==> src/hskbus_pkg.sv <==
package hskbus_pkg;

    ////////////////////////////////////////////////////////////
    // Serial timing
    ////////////////////////////////////////////////////////////

    // Clock cycles per UART bit
    localparam int BAUD_PERIOD  = 16;
    // Retimer sample point
    // Late in the bit since the open-drain line rises slowly
    localparam int SAMPLE_POINT = 12;
    // Receiver sample point, mid-bit
    localparam int RX_MID_POINT = 8;
    // Start, eight data, stop
    localparam int FRAME_BITS   = 10;

    // Counter widths
    localparam int BAUD_CNT_W   = $clog2(BAUD_PERIOD);
    localparam int BIT_IDX_W    = $clog2(FRAME_BITS);

    ////////////////////////////////////////////////////////////
    // Byte buffer
    ////////////////////////////////////////////////////////////

    localparam int FIFO_DEPTH   = 4;
    localparam int FIFO_PTR_W   = 2;

    // One data byte
    typedef logic [7:0] hsk_byte_t;

    // Routing controls
    typedef struct packed {
        logic hsk_local;
        logic crate_enable;
        logic tctrl_b;
    } route_cfg_t;

    // Synchronized host-side receive lines
    typedef struct packed {
        logic dbg_rx;
        logic trx;
    } host_lines_t;

endpackage

==> src/hskbus_route.sv <==
`timescale 1ns/10ps

module hskbus_route import hskbus_pkg::*; (
    input  logic       init_clk,
    input  logic       rst_n_i,
    input  route_cfg_t cfg_i,
    input  logic       dbg_rx_i,
    input  logic       trx_i,
    input  logic       surf_tx_i,
    input  logic       retimed_i,
    output logic       host_line_o,
    output logic       return_line_o,
    output logic       dbg_tx_o,
    output logic       f_ttx_o
);

    route_cfg_t  cfg_q;
    host_lines_t host_meta;
    host_lines_t host_sync;
    logic        surf_meta;
    logic        surf_sync;
    logic        host_sel;

    ////////////////////////////////////////////////////////////
    // Config register and line synchronizers
    ////////////////////////////////////////////////////////////

    always_ff @(posedge init_clk) begin
        if (!rst_n_i) begin
            cfg_q     <= '0;
            // Lines idle high
            host_meta <= '1;
            host_sync <= '1;
            surf_meta <= 1'b1;
            surf_sync <= 1'b1;
        end else begin
            cfg_q     <= cfg_i;
            host_meta <= '{dbg_rx: dbg_rx_i, trx: trx_i};
            host_sync <= host_meta;
            surf_meta <= surf_tx_i;
            surf_sync <= surf_meta;
        end
    end

    // Host source select
    // Debug UART in local mode, TURF only while its control is low
    always_comb begin
        if (!cfg_q.crate_enable) begin
            host_sel = 1'b1;
        end else if (cfg_q.hsk_local) begin
            host_sel = host_sync.dbg_rx;
        end else if (!cfg_q.tctrl_b) begin
            host_sel = host_sync.trx;
        end else begin
            host_sel = 1'b1;
        end
    end

    // Output flops for both crate-bound lines
    always_ff @(posedge init_clk) begin
        if (!rst_n_i) begin
            host_line_o   <= 1'b1;
            return_line_o <= 1'b1;
        end else begin
            host_line_o   <= host_sel;
            // Disabled crate looks like an idle SURF
            return_line_o <= cfg_q.crate_enable ? surf_sync : 1'b1;
        end
    end

    // Return steering, unselected side idles high
    assign dbg_tx_o = cfg_q.hsk_local ? retimed_i : 1'b1;
    assign f_ttx_o  = cfg_q.hsk_local ? 1'b1 : retimed_i;

endmodule

==> src/uart_byte_rx.sv <==
`timescale 1ns/10ps

module uart_byte_rx import hskbus_pkg::*; (
    input  logic       init_clk,
    input  logic       rst_n_i,
    input  logic       line_i,
    output logic       byte_valid_o,
    output hsk_byte_t  byte_o,
    output logic [7:0] rx_bytes_o
);

    logic                  line_q;
    logic                  active;
    logic [BAUD_CNT_W-1:0] baud_cnt;
    logic [BIT_IDX_W-1:0]  bit_idx;
    hsk_byte_t             shift_q;
    logic                  sample_now;
    logic                  start_bit;
    logic                  stop_bit;

    // Mid-bit strobe while a frame is in progress
    assign sample_now = active && (baud_cnt == BAUD_CNT_W'(RX_MID_POINT));
    assign start_bit  = (bit_idx == '0);
    assign stop_bit   = (bit_idx == BIT_IDX_W'(FRAME_BITS - 1));
    assign byte_o     = shift_q;

    ////////////////////////////////////////////////////////////
    // Frame control
    ////////////////////////////////////////////////////////////

    always_ff @(posedge init_clk) begin
        if (!rst_n_i) begin
            line_q       <= 1'b1;
            active       <= 1'b0;
            baud_cnt     <= '0;
            bit_idx      <= '0;
            byte_valid_o <= 1'b0;
            rx_bytes_o   <= '0;
        end else begin
            line_q       <= line_i;
            byte_valid_o <= 1'b0;
            if (!active) begin
                // Falling edge on an idle line
                if (line_q && !line_i) begin
                    active   <= 1'b1;
                    // Edge cycle counts as cycle 0 of the start bit
                    baud_cnt <= BAUD_CNT_W'(1);
                    bit_idx  <= '0;
                end
            end else begin
                if (baud_cnt == BAUD_CNT_W'(BAUD_PERIOD - 1)) begin
                    baud_cnt <= '0;
                end else begin
                    baud_cnt <= baud_cnt + 1'b1;
                end
                if (sample_now) begin
                    bit_idx <= bit_idx + 1'b1;
                    if (start_bit && line_i) begin
                        // Glitch, not a real start
                        active <= 1'b0;
                    end else if (stop_bit) begin
                        active <= 1'b0;
                        // Low stop bit drops the byte
                        if (line_i) begin
                            byte_valid_o <= 1'b1;
                            rx_bytes_o   <= rx_bytes_o + 8'd1;
                        end
                    end
                end
            end
        end
    end

    // Data bits, LSB first
    always_ff @(posedge init_clk) begin
        if (sample_now && !start_bit && !stop_bit) begin
            shift_q <= {line_i, shift_q[7:1]};
        end
    end

    // Frames are 160 cycles apart, valid never stretches
    a_valid_pulse: assert property (@(posedge init_clk) disable iff (!rst_n_i)
        byte_valid_o |=> !byte_valid_o)
        else $error("byte_valid held longer than one cycle");

endmodule

==> src/byte_fifo.sv <==
`timescale 1ns/10ps

module byte_fifo import hskbus_pkg::*; (
    input  logic      init_clk,
    input  logic      rst_n_i,
    input  logic      push_i,
    input  hsk_byte_t data_i,
    input  logic      pop_i,
    output hsk_byte_t data_o,
    output logic      empty_o
);

    hsk_byte_t             mem [FIFO_DEPTH];
    logic [FIFO_PTR_W-1:0] wr_ptr;
    logic [FIFO_PTR_W-1:0] rd_ptr;
    logic [FIFO_PTR_W:0]   count;
    logic                  full;
    logic                  do_push;
    logic                  do_pop;

    assign full    = (int'(count) == FIFO_DEPTH);
    assign empty_o = (count == '0);
    // Overflow push is dropped
    assign do_push = push_i && !full;
    assign do_pop  = pop_i && !empty_o;

    // Head of queue
    assign data_o  = mem[rd_ptr];

    ////////////////////////////////////////////////////////////
    // Pointers and occupancy
    ////////////////////////////////////////////////////////////

    always_ff @(posedge init_clk) begin
        if (!rst_n_i) begin
            wr_ptr <= '0;
            rd_ptr <= '0;
            count  <= '0;
        end else begin
            // Pointers wrap on their own, depth is a power of two
            if (do_push) begin
                wr_ptr <= wr_ptr + 1'b1;
            end
            if (do_pop) begin
                rd_ptr <= rd_ptr + 1'b1;
            end
            case ({do_push, do_pop})
                2'b10:   count <= count + 1'b1;
                2'b01:   count <= count - 1'b1;
                default: count <= count;
            endcase
        end
    end

    // Storage
    always_ff @(posedge init_clk) begin
        if (do_push) begin
            mem[wr_ptr] <= data_i;
        end
    end

    // Receiver rate never exceeds transmitter rate
    a_no_overflow: assert property (@(posedge init_clk) disable iff (!rst_n_i)
        push_i |-> !full)
        else $error("byte pushed into full buffer and lost");

    // Consumer must respect empty
    a_no_underflow: assert property (@(posedge init_clk) disable iff (!rst_n_i)
        pop_i |-> !empty_o)
        else $error("pop from empty buffer");

endmodule

==> src/uart_byte_tx.sv <==
`timescale 1ns/10ps

module uart_byte_tx import hskbus_pkg::*; (
    input  logic      init_clk,
    input  logic      rst_n_i,
    input  logic      empty_i,
    input  hsk_byte_t data_i,
    output logic      pop_o,
    output logic      line_o
);

    logic                  busy;
    logic [BAUD_CNT_W-1:0] baud_cnt;
    logic [BIT_IDX_W-1:0]  bit_idx;
    logic [FRAME_BITS-1:0] frame_q;
    logic                  bit_end;
    logic                  frame_end;

    // Last cycle of each bit
    assign bit_end   = (baud_cnt == BAUD_CNT_W'(BAUD_PERIOD - 1));
    // Last cycle of the stop bit
    assign frame_end = busy && bit_end && (bit_idx == BIT_IDX_W'(FRAME_BITS - 1));

    // Pop when idle or on the final stop cycle
    // Next start bit then follows with no gap
    assign pop_o  = !empty_i && (!busy || frame_end);
    assign line_o = busy ? frame_q[0] : 1'b1;

    ////////////////////////////////////////////////////////////
    // Bit timing
    ////////////////////////////////////////////////////////////

    always_ff @(posedge init_clk) begin
        if (!rst_n_i) begin
            busy     <= 1'b0;
            baud_cnt <= '0;
            bit_idx  <= '0;
        end else begin
            if (busy) begin
                if (bit_end) begin
                    baud_cnt <= '0;
                    bit_idx  <= bit_idx + 1'b1;
                end else begin
                    baud_cnt <= baud_cnt + 1'b1;
                end
                if (frame_end) begin
                    busy <= 1'b0;
                end
            end
            // New frame overrides the end of the old one
            if (pop_o) begin
                busy     <= 1'b1;
                baud_cnt <= '0;
                bit_idx  <= '0;
            end
        end
    end

    // Frame shifter, stop in the MSB, start in the LSB
    always_ff @(posedge init_clk) begin
        if (pop_o) begin
            frame_q <= {1'b1, data_i, 1'b0};
        end else if (busy && bit_end) begin
            frame_q <= {1'b1, frame_q[FRAME_BITS-1:1]};
        end
    end

endmodule

==> src/surf_tx_retimer.sv <==
`timescale 1ns/10ps

module surf_tx_retimer import hskbus_pkg::*; (
    input  logic init_clk,
    input  logic rst_n_i,
    input  logic line_i,
    output logic retimed_o
);

    logic                  line_q;
    logic                  armed;
    logic [BAUD_CNT_W-1:0] baud_cnt;
    logic [BIT_IDX_W-1:0]  bit_idx;
    logic                  start_edge;
    logic                  in_tail;
    logic                  sample_now;

    assign start_edge = line_q && !line_i;
    // Stop bit sampled, now holding it
    assign in_tail    = (bit_idx == BIT_IDX_W'(FRAME_BITS));
    // Late sample point, line has settled by now
    assign sample_now = armed && (baud_cnt == BAUD_CNT_W'(SAMPLE_POINT));

    ////////////////////////////////////////////////////////////
    // Edge detect, sample and re-emit
    ////////////////////////////////////////////////////////////

    always_ff @(posedge init_clk) begin
        if (!rst_n_i) begin
            line_q    <= 1'b1;
            armed     <= 1'b0;
            baud_cnt  <= '0;
            bit_idx   <= '0;
            retimed_o <= 1'b1;
        end else begin
            line_q <= line_i;
            if (armed) begin
                if (baud_cnt == BAUD_CNT_W'(BAUD_PERIOD - 1)) begin
                    baud_cnt <= '0;
                end else begin
                    baud_cnt <= baud_cnt + 1'b1;
                end
            end
            // Back-to-back frames re-arm during the stop hold
            if (start_edge && (!armed || in_tail)) begin
                armed    <= 1'b1;
                baud_cnt <= BAUD_CNT_W'(1);
                bit_idx  <= '0;
            end else if (sample_now) begin
                if (in_tail) begin
                    // Full stop bit done, back to idle
                    armed     <= 1'b0;
                    retimed_o <= 1'b1;
                end else if ((bit_idx == '0) && line_i) begin
                    // Start bit gone, treat as glitch
                    armed <= 1'b0;
                end else begin
                    // Held until the next sample, one bit period
                    retimed_o <= line_i;
                    bit_idx   <= bit_idx + 1'b1;
                end
            end
        end
    end

endmodule

==> src/hskbus_bridge.sv <==
`timescale 1ns/10ps

module hskbus_bridge import hskbus_pkg::*; (
    input  logic       init_clk,
    input  logic       rst_n_i,
    input  route_cfg_t cfg_i,
    input  logic       dbg_rx_i,
    input  logic       trx_i,
    input  logic       surf_tx_i,
    output logic       dbg_tx_o,
    output logic       f_ttx_o,
    output logic       surf_rx_o,
    output logic [7:0] rx_bytes_o
);

    // Host side to crate
    logic      host_line;
    logic      byte_valid;
    hsk_byte_t rx_byte;
    hsk_byte_t head_byte;
    logic      fifo_empty;
    logic      tx_pop;

    // Crate back to host side
    logic      return_line;
    logic      retimed;

    ////////////////////////////////////////////////////////////
    // Routing and enable
    ////////////////////////////////////////////////////////////

    hskbus_route u_route (
        .init_clk      (init_clk),
        .rst_n_i       (rst_n_i),
        .cfg_i         (cfg_i),
        .dbg_rx_i      (dbg_rx_i),
        .trx_i         (trx_i),
        .surf_tx_i     (surf_tx_i),
        .retimed_i     (retimed),
        .host_line_o   (host_line),
        .return_line_o (return_line),
        .dbg_tx_o      (dbg_tx_o),
        .f_ttx_o       (f_ttx_o)
    );

    // Forward path, receive then buffer then resend
    uart_byte_rx u_rx (
        .init_clk     (init_clk),
        .rst_n_i      (rst_n_i),
        .line_i       (host_line),
        .byte_valid_o (byte_valid),
        .byte_o       (rx_byte),
        .rx_bytes_o   (rx_bytes_o)
    );

    byte_fifo u_fifo (
        .init_clk (init_clk),
        .rst_n_i  (rst_n_i),
        .push_i   (byte_valid),
        .data_i   (rx_byte),
        .pop_i    (tx_pop),
        .data_o   (head_byte),
        .empty_o  (fifo_empty)
    );

    uart_byte_tx u_tx (
        .init_clk (init_clk),
        .rst_n_i  (rst_n_i),
        .empty_i  (fifo_empty),
        .data_i   (head_byte),
        .pop_o    (tx_pop),
        .line_o   (surf_rx_o)
    );

    // Return path
    surf_tx_retimer u_retimer (
        .init_clk  (init_clk),
        .rst_n_i   (rst_n_i),
        .line_i    (return_line),
        .retimed_o (retimed)
    );

endmodule

==> config.mk <==
export PLATFORM = sky130hd
export DESIGN_NAME = hskbus_bridge
export DESIGN_NICKNAME = d
export VERILOG_FILES = /design/src/hskbus_pkg.sv /design/src/hskbus_route.sv /design/src/uart_byte_rx.sv /design/src/byte_fifo.sv /design/src/uart_byte_tx.sv /design/src/surf_tx_retimer.sv /design/src/hskbus_bridge.sv
export SDC_FILE = /design/constraint.sdc
export NUM_CORES = 1
export LEC_CHECK = 0
export BUFFER_PORTS_ARGS = -buffer_cell sky130_fd_sc_hd__buf_2
export CORE_MARGIN = 2
export CORE_UTILIZATION = 50
export DETAILED_ROUTE_END_ITERATION = 10
export MAX_ROUTING_LAYER = met4
export PLACE_DENSITY = 0.69
export SLEW_MARGIN = 10
export SYNTH_ARGS = -nofsm -noshare
export SYNTH_HDL_FRONTEND = slang
export SYNTH_SLANG_ARGS = --single-unit
==> constraint.sdc <==
create_clock -name init_clk -period 2.2 [get_ports init_clk]
set_input_delay 0.22 -clock init_clk [delete_from_list [all_inputs] [get_ports init_clk]]
set_output_delay 0.22 -clock init_clk [all_outputs]
set_load 0.005 [all_outputs]
# Word-level counts from Yosys, hierarchy flattened
# Memory sizes are Yosys's and may differ from the RTL's. A register that Yosys moved wholly into a read port is not among the register bits.
# Index checks and enable logic that the tools add are counted.
dict set report op_classes {
  eq_ne 13
  add_sub_neg 11
  bitwise 8
  muxes 37
  n_reduce_logical 43
}
# operator n
set ops {}
lappend ops {{$eq 4x4->1 const B} 8}
lappend ops {{$mux 4} 8}
lappend ops {{$add 4x1->4 const B} 6}
lappend ops {{$mux 1} 24}
lappend ops {{$mux 9} 2}
lappend ops {{$logic_and 1x1->1} 14}
lappend ops {{$reduce_bool 2->1} 5}
lappend ops {{$add 8x1->8 const B} 1}
lappend ops {{$logic_not 1->1} 8}
lappend ops {{$logic_not 4->1} 2}
lappend ops {{$not 1->1} 8}
lappend ops {{$reduce_and 2->1} 4}
lappend ops {{$pmux 3 s2} 1}
lappend ops {{$reduce_and 3->1} 2}
lappend ops {{$reduce_and 5->1} 1}
lappend ops {{$reduce_or 5->1} 1}
lappend ops {{$add 2x1->2 const B} 2}
lappend ops {{$mux 2} 2}
lappend ops {{$reduce_or 2->1} 2}
lappend ops {{$add 3x1->3 const B} 1}
lappend ops {{$eq 3x3->1 const B} 1}
lappend ops {{$logic_not 3->1} 1}
lappend ops {{$reduce_bool 3->1} 1}
lappend ops {{$sub 3x1->3 const B} 1}
lappend ops {{other kinds (5)} 6}
dict set report word_totals {
  input_bits 8
  word_cells 145
  out_inout_bits 11
  memories 1
  reg_bits 74
  mem_bits_rw 32
}
# memory words width rd rd_ports_with_merged_regs wr line
set mem_list {}
lappend mem_list {u_fifo.mem 4 8 1 1 1 byte_fifo.sv:13} ;# hsk_byte_t mem [FIFO_DEPTH];

# Longest topological paths before layout
dict set report depth {
  depth_word 8
  mapped_depth 10
  depth_no_buf 10
}

# Cells and area by module
# From an unflattened synthesis, not the netlist that was laid out.
dict set report hier_totals {
  hier_cells 378
  area_unflattened_um2 4658.2
}
# mod instances cells_each area_each_um2 seq_area_each_um2
set by_module_without_submodules {}
lappend by_module_without_submodules {byte_fifo 1 95 1645.3 1141.1}
lappend by_module_without_submodules {uart_byte_rx 1 120 1217.4 620.6}
lappend by_module_without_submodules {uart_byte_tx 1 74 845.8 440.4}
lappend by_module_without_submodules {surf_tx_retimer 1 62 620.6 220.2}
lappend by_module_without_submodules {hskbus_route 1 27 329.1 220.2}

# Least setup slack after synthesis
# No wires, ideal clock.
dict set report synth_path {
  kind {reg2reg}
  start {register u_tx.baud_cnt[0]}
  end {register u_fifo.count[2]}
  arrival_ns 2.230
  path_stages_with_launch 10
  path_buffers 0
  slack_ns -0.101
  setup_ns 0.070
  t_required_ns 2.130
  cell_sequence {dfxtp_1 > ha_1 > nand3_1 > o21a_1 > nor2_2 > ha_1 > fa_1 > xnor2_1 > or3_1 > a21oi_1}
}
dict set report synth_via {
  elab_chain_len 8
  word_cells_on_any_way 10
}
# element line
set synth_lines {}
lappend synth_lines {{start, declared} uart_byte_tx.sv:13} ;# logic [BAUD_CNT_W-1:0] baud_cnt;
lappend synth_lines {{start signal, assigned} uart_byte_tx.sv:44} ;# baud_cnt <= baud_cnt + 1'b1;
lappend synth_lines {{$eq 4x4->1 (*)} uart_byte_tx.sv:20} ;# assign bit_end = (baud_cnt == BAUD_CNT_W'(BAUD_PERIOD - 1));
lappend synth_lines {{$logic_and 1x1->1 (*) (2 in a row)} uart_byte_tx.sv:22} ;# assign frame_end = busy && bit_end && (bit_idx == BIT_IDX_W'(FRAME_BITS - 1));
lappend synth_lines {{$logic_or 1x1->1 (*)} uart_byte_tx.sv:26} ;# assign pop_o = !empty_i && (!busy || frame_end);
lappend synth_lines {{$logic_and 1x1->1 (*)} uart_byte_tx.sv:26}
lappend synth_lines {{$logic_and 1x1->1 (*)} byte_fifo.sv:25} ;# assign do_pop = pop_i && !empty_o;
lappend synth_lines {{net u_fifo.do_pop} byte_fifo.sv:19} ;# logic do_pop;
lappend synth_lines {{$eq 2x1->1 or $eq 2x2->1 (tied branches)} byte_fifo.sv:47} ;# case ({do_push, do_pop})
lappend synth_lines {{$pmux 3 s2 or $reduce_bool 2->1 (tied branches)} -}
lappend synth_lines {{end signal, assigned} byte_fifo.sv:48} ;# 2'b10: count <= count + 1'b1;
lappend synth_lines {{end signal, assigned} byte_fifo.sv:49} ;# 2'b01: count <= count - 1'b1;
lappend synth_lines {{end signal, assigned} byte_fifo.sv:50} ;# default: count <= count;
lappend synth_lines {{end, declared} byte_fifo.sv:16} ;# logic [FIFO_PTR_W:0] count;
# Mark *: on every way through the listed nets, which the timed path passes. The rest lies on a longest branch.
# A chain may end at the register's enable or synchronous reset.

# Worst setup path after layout
dict set report layout_path {
  start {register u_tx.bit_idx[1]}
  end {register u_fifo.count[2]}
}
dict set report layout_via {
  elab_chain_len 7
  word_cells_on_any_way 9
}
# element line
set layout_lines {}
lappend layout_lines {{start, declared} uart_byte_tx.sv:14} ;# logic [BIT_IDX_W-1:0] bit_idx;
lappend layout_lines {{start signal, assigned} uart_byte_tx.sv:42} ;# bit_idx <= bit_idx + 1'b1;
lappend layout_lines {{$eq 4x4->1 (*)} uart_byte_tx.sv:22}
lappend layout_lines {{$logic_and 1x1->1 (*)} uart_byte_tx.sv:22}
lappend layout_lines {{$logic_or 1x1->1 (*)} uart_byte_tx.sv:26}
lappend layout_lines {{$logic_and 1x1->1 (*)} uart_byte_tx.sv:26}
lappend layout_lines {{$logic_and 1x1->1 (*)} byte_fifo.sv:25}
lappend layout_lines {{net u_fifo.do_pop} byte_fifo.sv:19}
lappend layout_lines {{$eq 2x1->1 or $eq 2x2->1 (tied branches)} byte_fifo.sv:47}
lappend layout_lines {{$pmux 3 s2 or $reduce_bool 2->1 (tied branches)} -}
# Marked as above.

==> results by group <==
Status
  – Outcome: complete, no violations

Die
  – Die Area: 0.00982 mm²
  – DIE HEIGHT: approximately 100 µm
  – I/O pin count: 19
  – Core area: around 0.009 mm²
  – Starting Density: 51.6%
  – Rows: 34
  – Die extent in x: roughly 100 µm

Logic synthesis
  – Synth area leader: edfxtp_1
  – Cells after Synth: around 380
  – Avg Cell Area, Syn: around 12 µm²
  – Cell area after synthesis: around 0.0045 mm²
  – Ys Warns: 0
  – Register area share after synthesis: between 50 and 60%
  – Synth unique cells: 50
  – Yosys reg bits: 108
  – Top cell type's share of synthesized area: a little under a third
  – Post-Syn Nets: between 400 and 500
  – Post-synth EDFFs: 48
  – Top post-synthesis cells by area: edfxtp_1 (32%), dfxtp_1 (27%), ha_1 (5.3%), mux4_2 (4.0%), nor2_1 (2.7%)
  – Post-synth ARST share: 0%
  – Synth Flop Type: dfxtp_1

Timing
  – Pins over their slew limit: 0
  – Worst slew margin: between 60% and 70%
  – Final Critical Period: 2.10 ns
  – Final Setup Violations: 0
  – Final setup TNS: 0 ns
  – Tcrit/Tclk final: 95.7%
  – FMAX: around 480 MHz
  – Clk_skew: about 0.013 ns
  – RSZ-0062 raised after global routing: false
  – Final Hold Viols: 0
  – Hold slack final: around 0.034 ns
  – Tightest Pin Transition: approximately 0.48 ns

Final layout
  – Layout Area Growth over Synthesis: 12.0%
  – Share of cells above drive strength 1: 18.6%
  – Commonest cells after routing, fill and taps aside: dfxtp_1 (57), edfxtp_1 (48), nor2_1 (33), nand2_1 (24)
  – # diodes: 0
  – Fillers: 700
  – Commonest non-fill, non-tap cell in the layout: dfxtp_1
  – Layout net count: approximately 440

Setup path
  – WS Path Type: flop to flop
  – Worst path cell trace: inv_1 > ha_1 > nand3b_1 > o21a_2 > nor2_4 > ha_4 > fa_2 > xnor2_2 > or3_4 > a21oi_2
  – Crit. End Element: flop
  – Arr. time, crit path: ~2.4 ns
  – CP max-delay cell: or3_4
  – Delay of the slowest critical-path stage: 0.38 ns
  – Worst EP required: between 2 and 3 ns
  – CP max FO: 2
  – Setup crit start kind: flop

Pwr
  – Sequential share of power: between 50% and 60%
  – Max VDD drop: 0.401 mV
  – Pwr dens: around 820 mW/mm²
  – Switch share: between 20 and 30%
  – P_leak: between 1.5 and 2 nW
  – Int Pwr: 0.00311 W
  – P_sw: between 0.001 and 0.0015 W
  – Clock power frac: roughly 30%
  – Combinational share of power: ~15%

CTS
  – CTS Sinks: between 100 and 150
  – Clock slew at reported path FFs: roughly 0.11 ns
  – CTS buffer count: 9
  – CTS tree: built
  – CTS root buf: clkbuf_8
  – Clk buf depth: 2
  – Worst skew pair latency: between 0.3 and 0.4 ns
  – H-tree level count: 3

Job
  – Max cap viols: 0

Route
  – DRT iter0 DRCs: 94
  – Vias: roughly 2,800
  – DRC viols: 0
  – Antenna-violating nets left: 0
  – Total routed wirelength: ~7.1 mm
  – WL/cell: around 14 µm
  – Vias per cell: 5.35
  – TritonRoute pass-1 iters: 4

Worst hold path
  – Hold crit path type: input port to flop

Place
  – Input/output buffers: 18
  – Final RePlAce weighted congestion: between 0.8 and 0.9
  – DP HPWL: 4.81 mm

Global routing
  – Total GRT Usage: about 16%
  – Vias in the first global route: 2,661
  – Initial antenna violation count: 0
  – First-pass GRT wire length: about 12 mm
  – Grt total ovfl: 0
  – Largest net degree at the start of global routing: 26
-- power groups by stage --
stage                     combinational, W  clock (W)  sequential [W]
after floorplan                   0.000454          0         0.00229
after global placement            0.000594          0         0.00231
after detailed placement          0.000605          0         0.00232
after CTS                         0.000608    0.00129         0.00227
after global routing              0.000707    0.00136         0.00229
final                             0.000643    0.00125         0.00227
-- Yosys cell counts, types with 8 or more instances --
cell type and n:
nor2_1 33, nand2_1 24, and2_1 8, clkbuf_1 9
edfxtp_1 48, mux2i_1 9, a21oi_1 19, nand3_1 18
xor2_1 8, dfxtp_1 60, o21ai_0 17, inv_1 17
nand2b_1 15, xnor2_1 8, ha_1 19, mux4_2 8
-- metal layers --
layer	vias up	track usage, %	share of wire [%]
met3	7	2.67	2.6
met5	-	-	0
met4	0	7.59	1.5
met1	1338	20.2	49
met2	34	24.3	46
li1	1438	-	-
-- final timing paths --
path,startpoint,to,slack (ns),cells past startpoint
min reg2reg,u_route.surf_meta$_SDFF_PN1_,u_route.surf_sync$_SDFF_PN1_,0.41,1
min,trx_i,u_route.host_meta[0]$_SDFF_PN1_,0.03,2
max reg2reg,u_tx.bit_idx[1]$_SDFFE_PP0P_,u_fifo.count[2]$_SDFFE_PN0P_,0.1,10
max,u_tx.bit_idx[1]$_SDFFE_PP0P_,u_fifo.count[2]$_SDFFE_PN0P_,0.1,10
-- final cells by class --
cell class              instances  area (µm²)  area share [%]
clock buffers                  11         163            3.21
flip-flops and latches        108        2650            52.2
well taps                     108         135            2.67
repair buffers                 32         195            3.85
multi-input cells             245        1810            35.7
inverters                      18        67.6            1.33
clock inverters                 5        52.6            1.04
-- metrics by stage --
step | util (%) | cell area [µm²] | instances | total power (W) | worst slack (ns)
6_report | 57.8 | 5070 | 527 | 0.00417 | 0.0953
5_1_grt | 57.8 | 5070 | 527 | 0.00436 | 0.0125
4_1_cts | 57.2 | 5020 | 525 | 0.00417 | 0.0161
3_5_place_dp | 54.8 | 4800 | 509 | 0.00292 | 0.0162
3_3_place_gp | 54.8 | 4800 | 509 | 0.00290 | 0.0864
2_1_floorplan | - | 4540 | 384 | 0.00275 | 0.0312
-- registers in the layout, indices dropped and copies added (netlist names), 4 cells and up, named ones only --
signal and count:
u_rx.bit_idx 4, u_tx.baud_cnt 4, u_tx.frame_q 9, u_rx.rx_bytes_o 8
u_rx.byte_o 8, u_fifo.mem 32, u_retimer.bit_idx 4, u_rx.baud_cnt 4
u_retimer.baud_cnt 4, u_tx.bit_idx 4
-- worst max-delay path, delay by kind of cell, from the launching register on --
family / cells / cell delay (ns)
AO/OA/AOI/OAI: 2 / 0.28
flip-flops: 1 / 0.34
buffers and inverters: 1 / 0.04
AND/OR/NAND/NOR: 3 / 0.54
XOR/XNOR: 1 / 0.14
adder cells (fa/ha/maj): 3 / 0.71
-- cells by family after synthesis --
| family | after synthesis | share of synthesized area, % |
|---|---|---|
| mux | 18 | 6.22 |
| flops | 108 | 58.4 |
| simple gates | 132 | 15.6 |
| buf+inv | 31 | 2.74 |
| xor+xnor | 16 | 3.10 |
| fa+ha+maj | 20 | 5.70 |
| compound gates | 59 | 8.22 |
-- timing repair --
| item | 4_1_cts | 5_1_grt |
|---|---|---|
| setup endpoints to repair | 0 | 1 |
| setup buffers | 0 | 2 |
| gates resized for setup | 0 | 9 |
| hold buffers | 0 | 0 |
No activity file was read; power rests on OpenSTA's default activity.
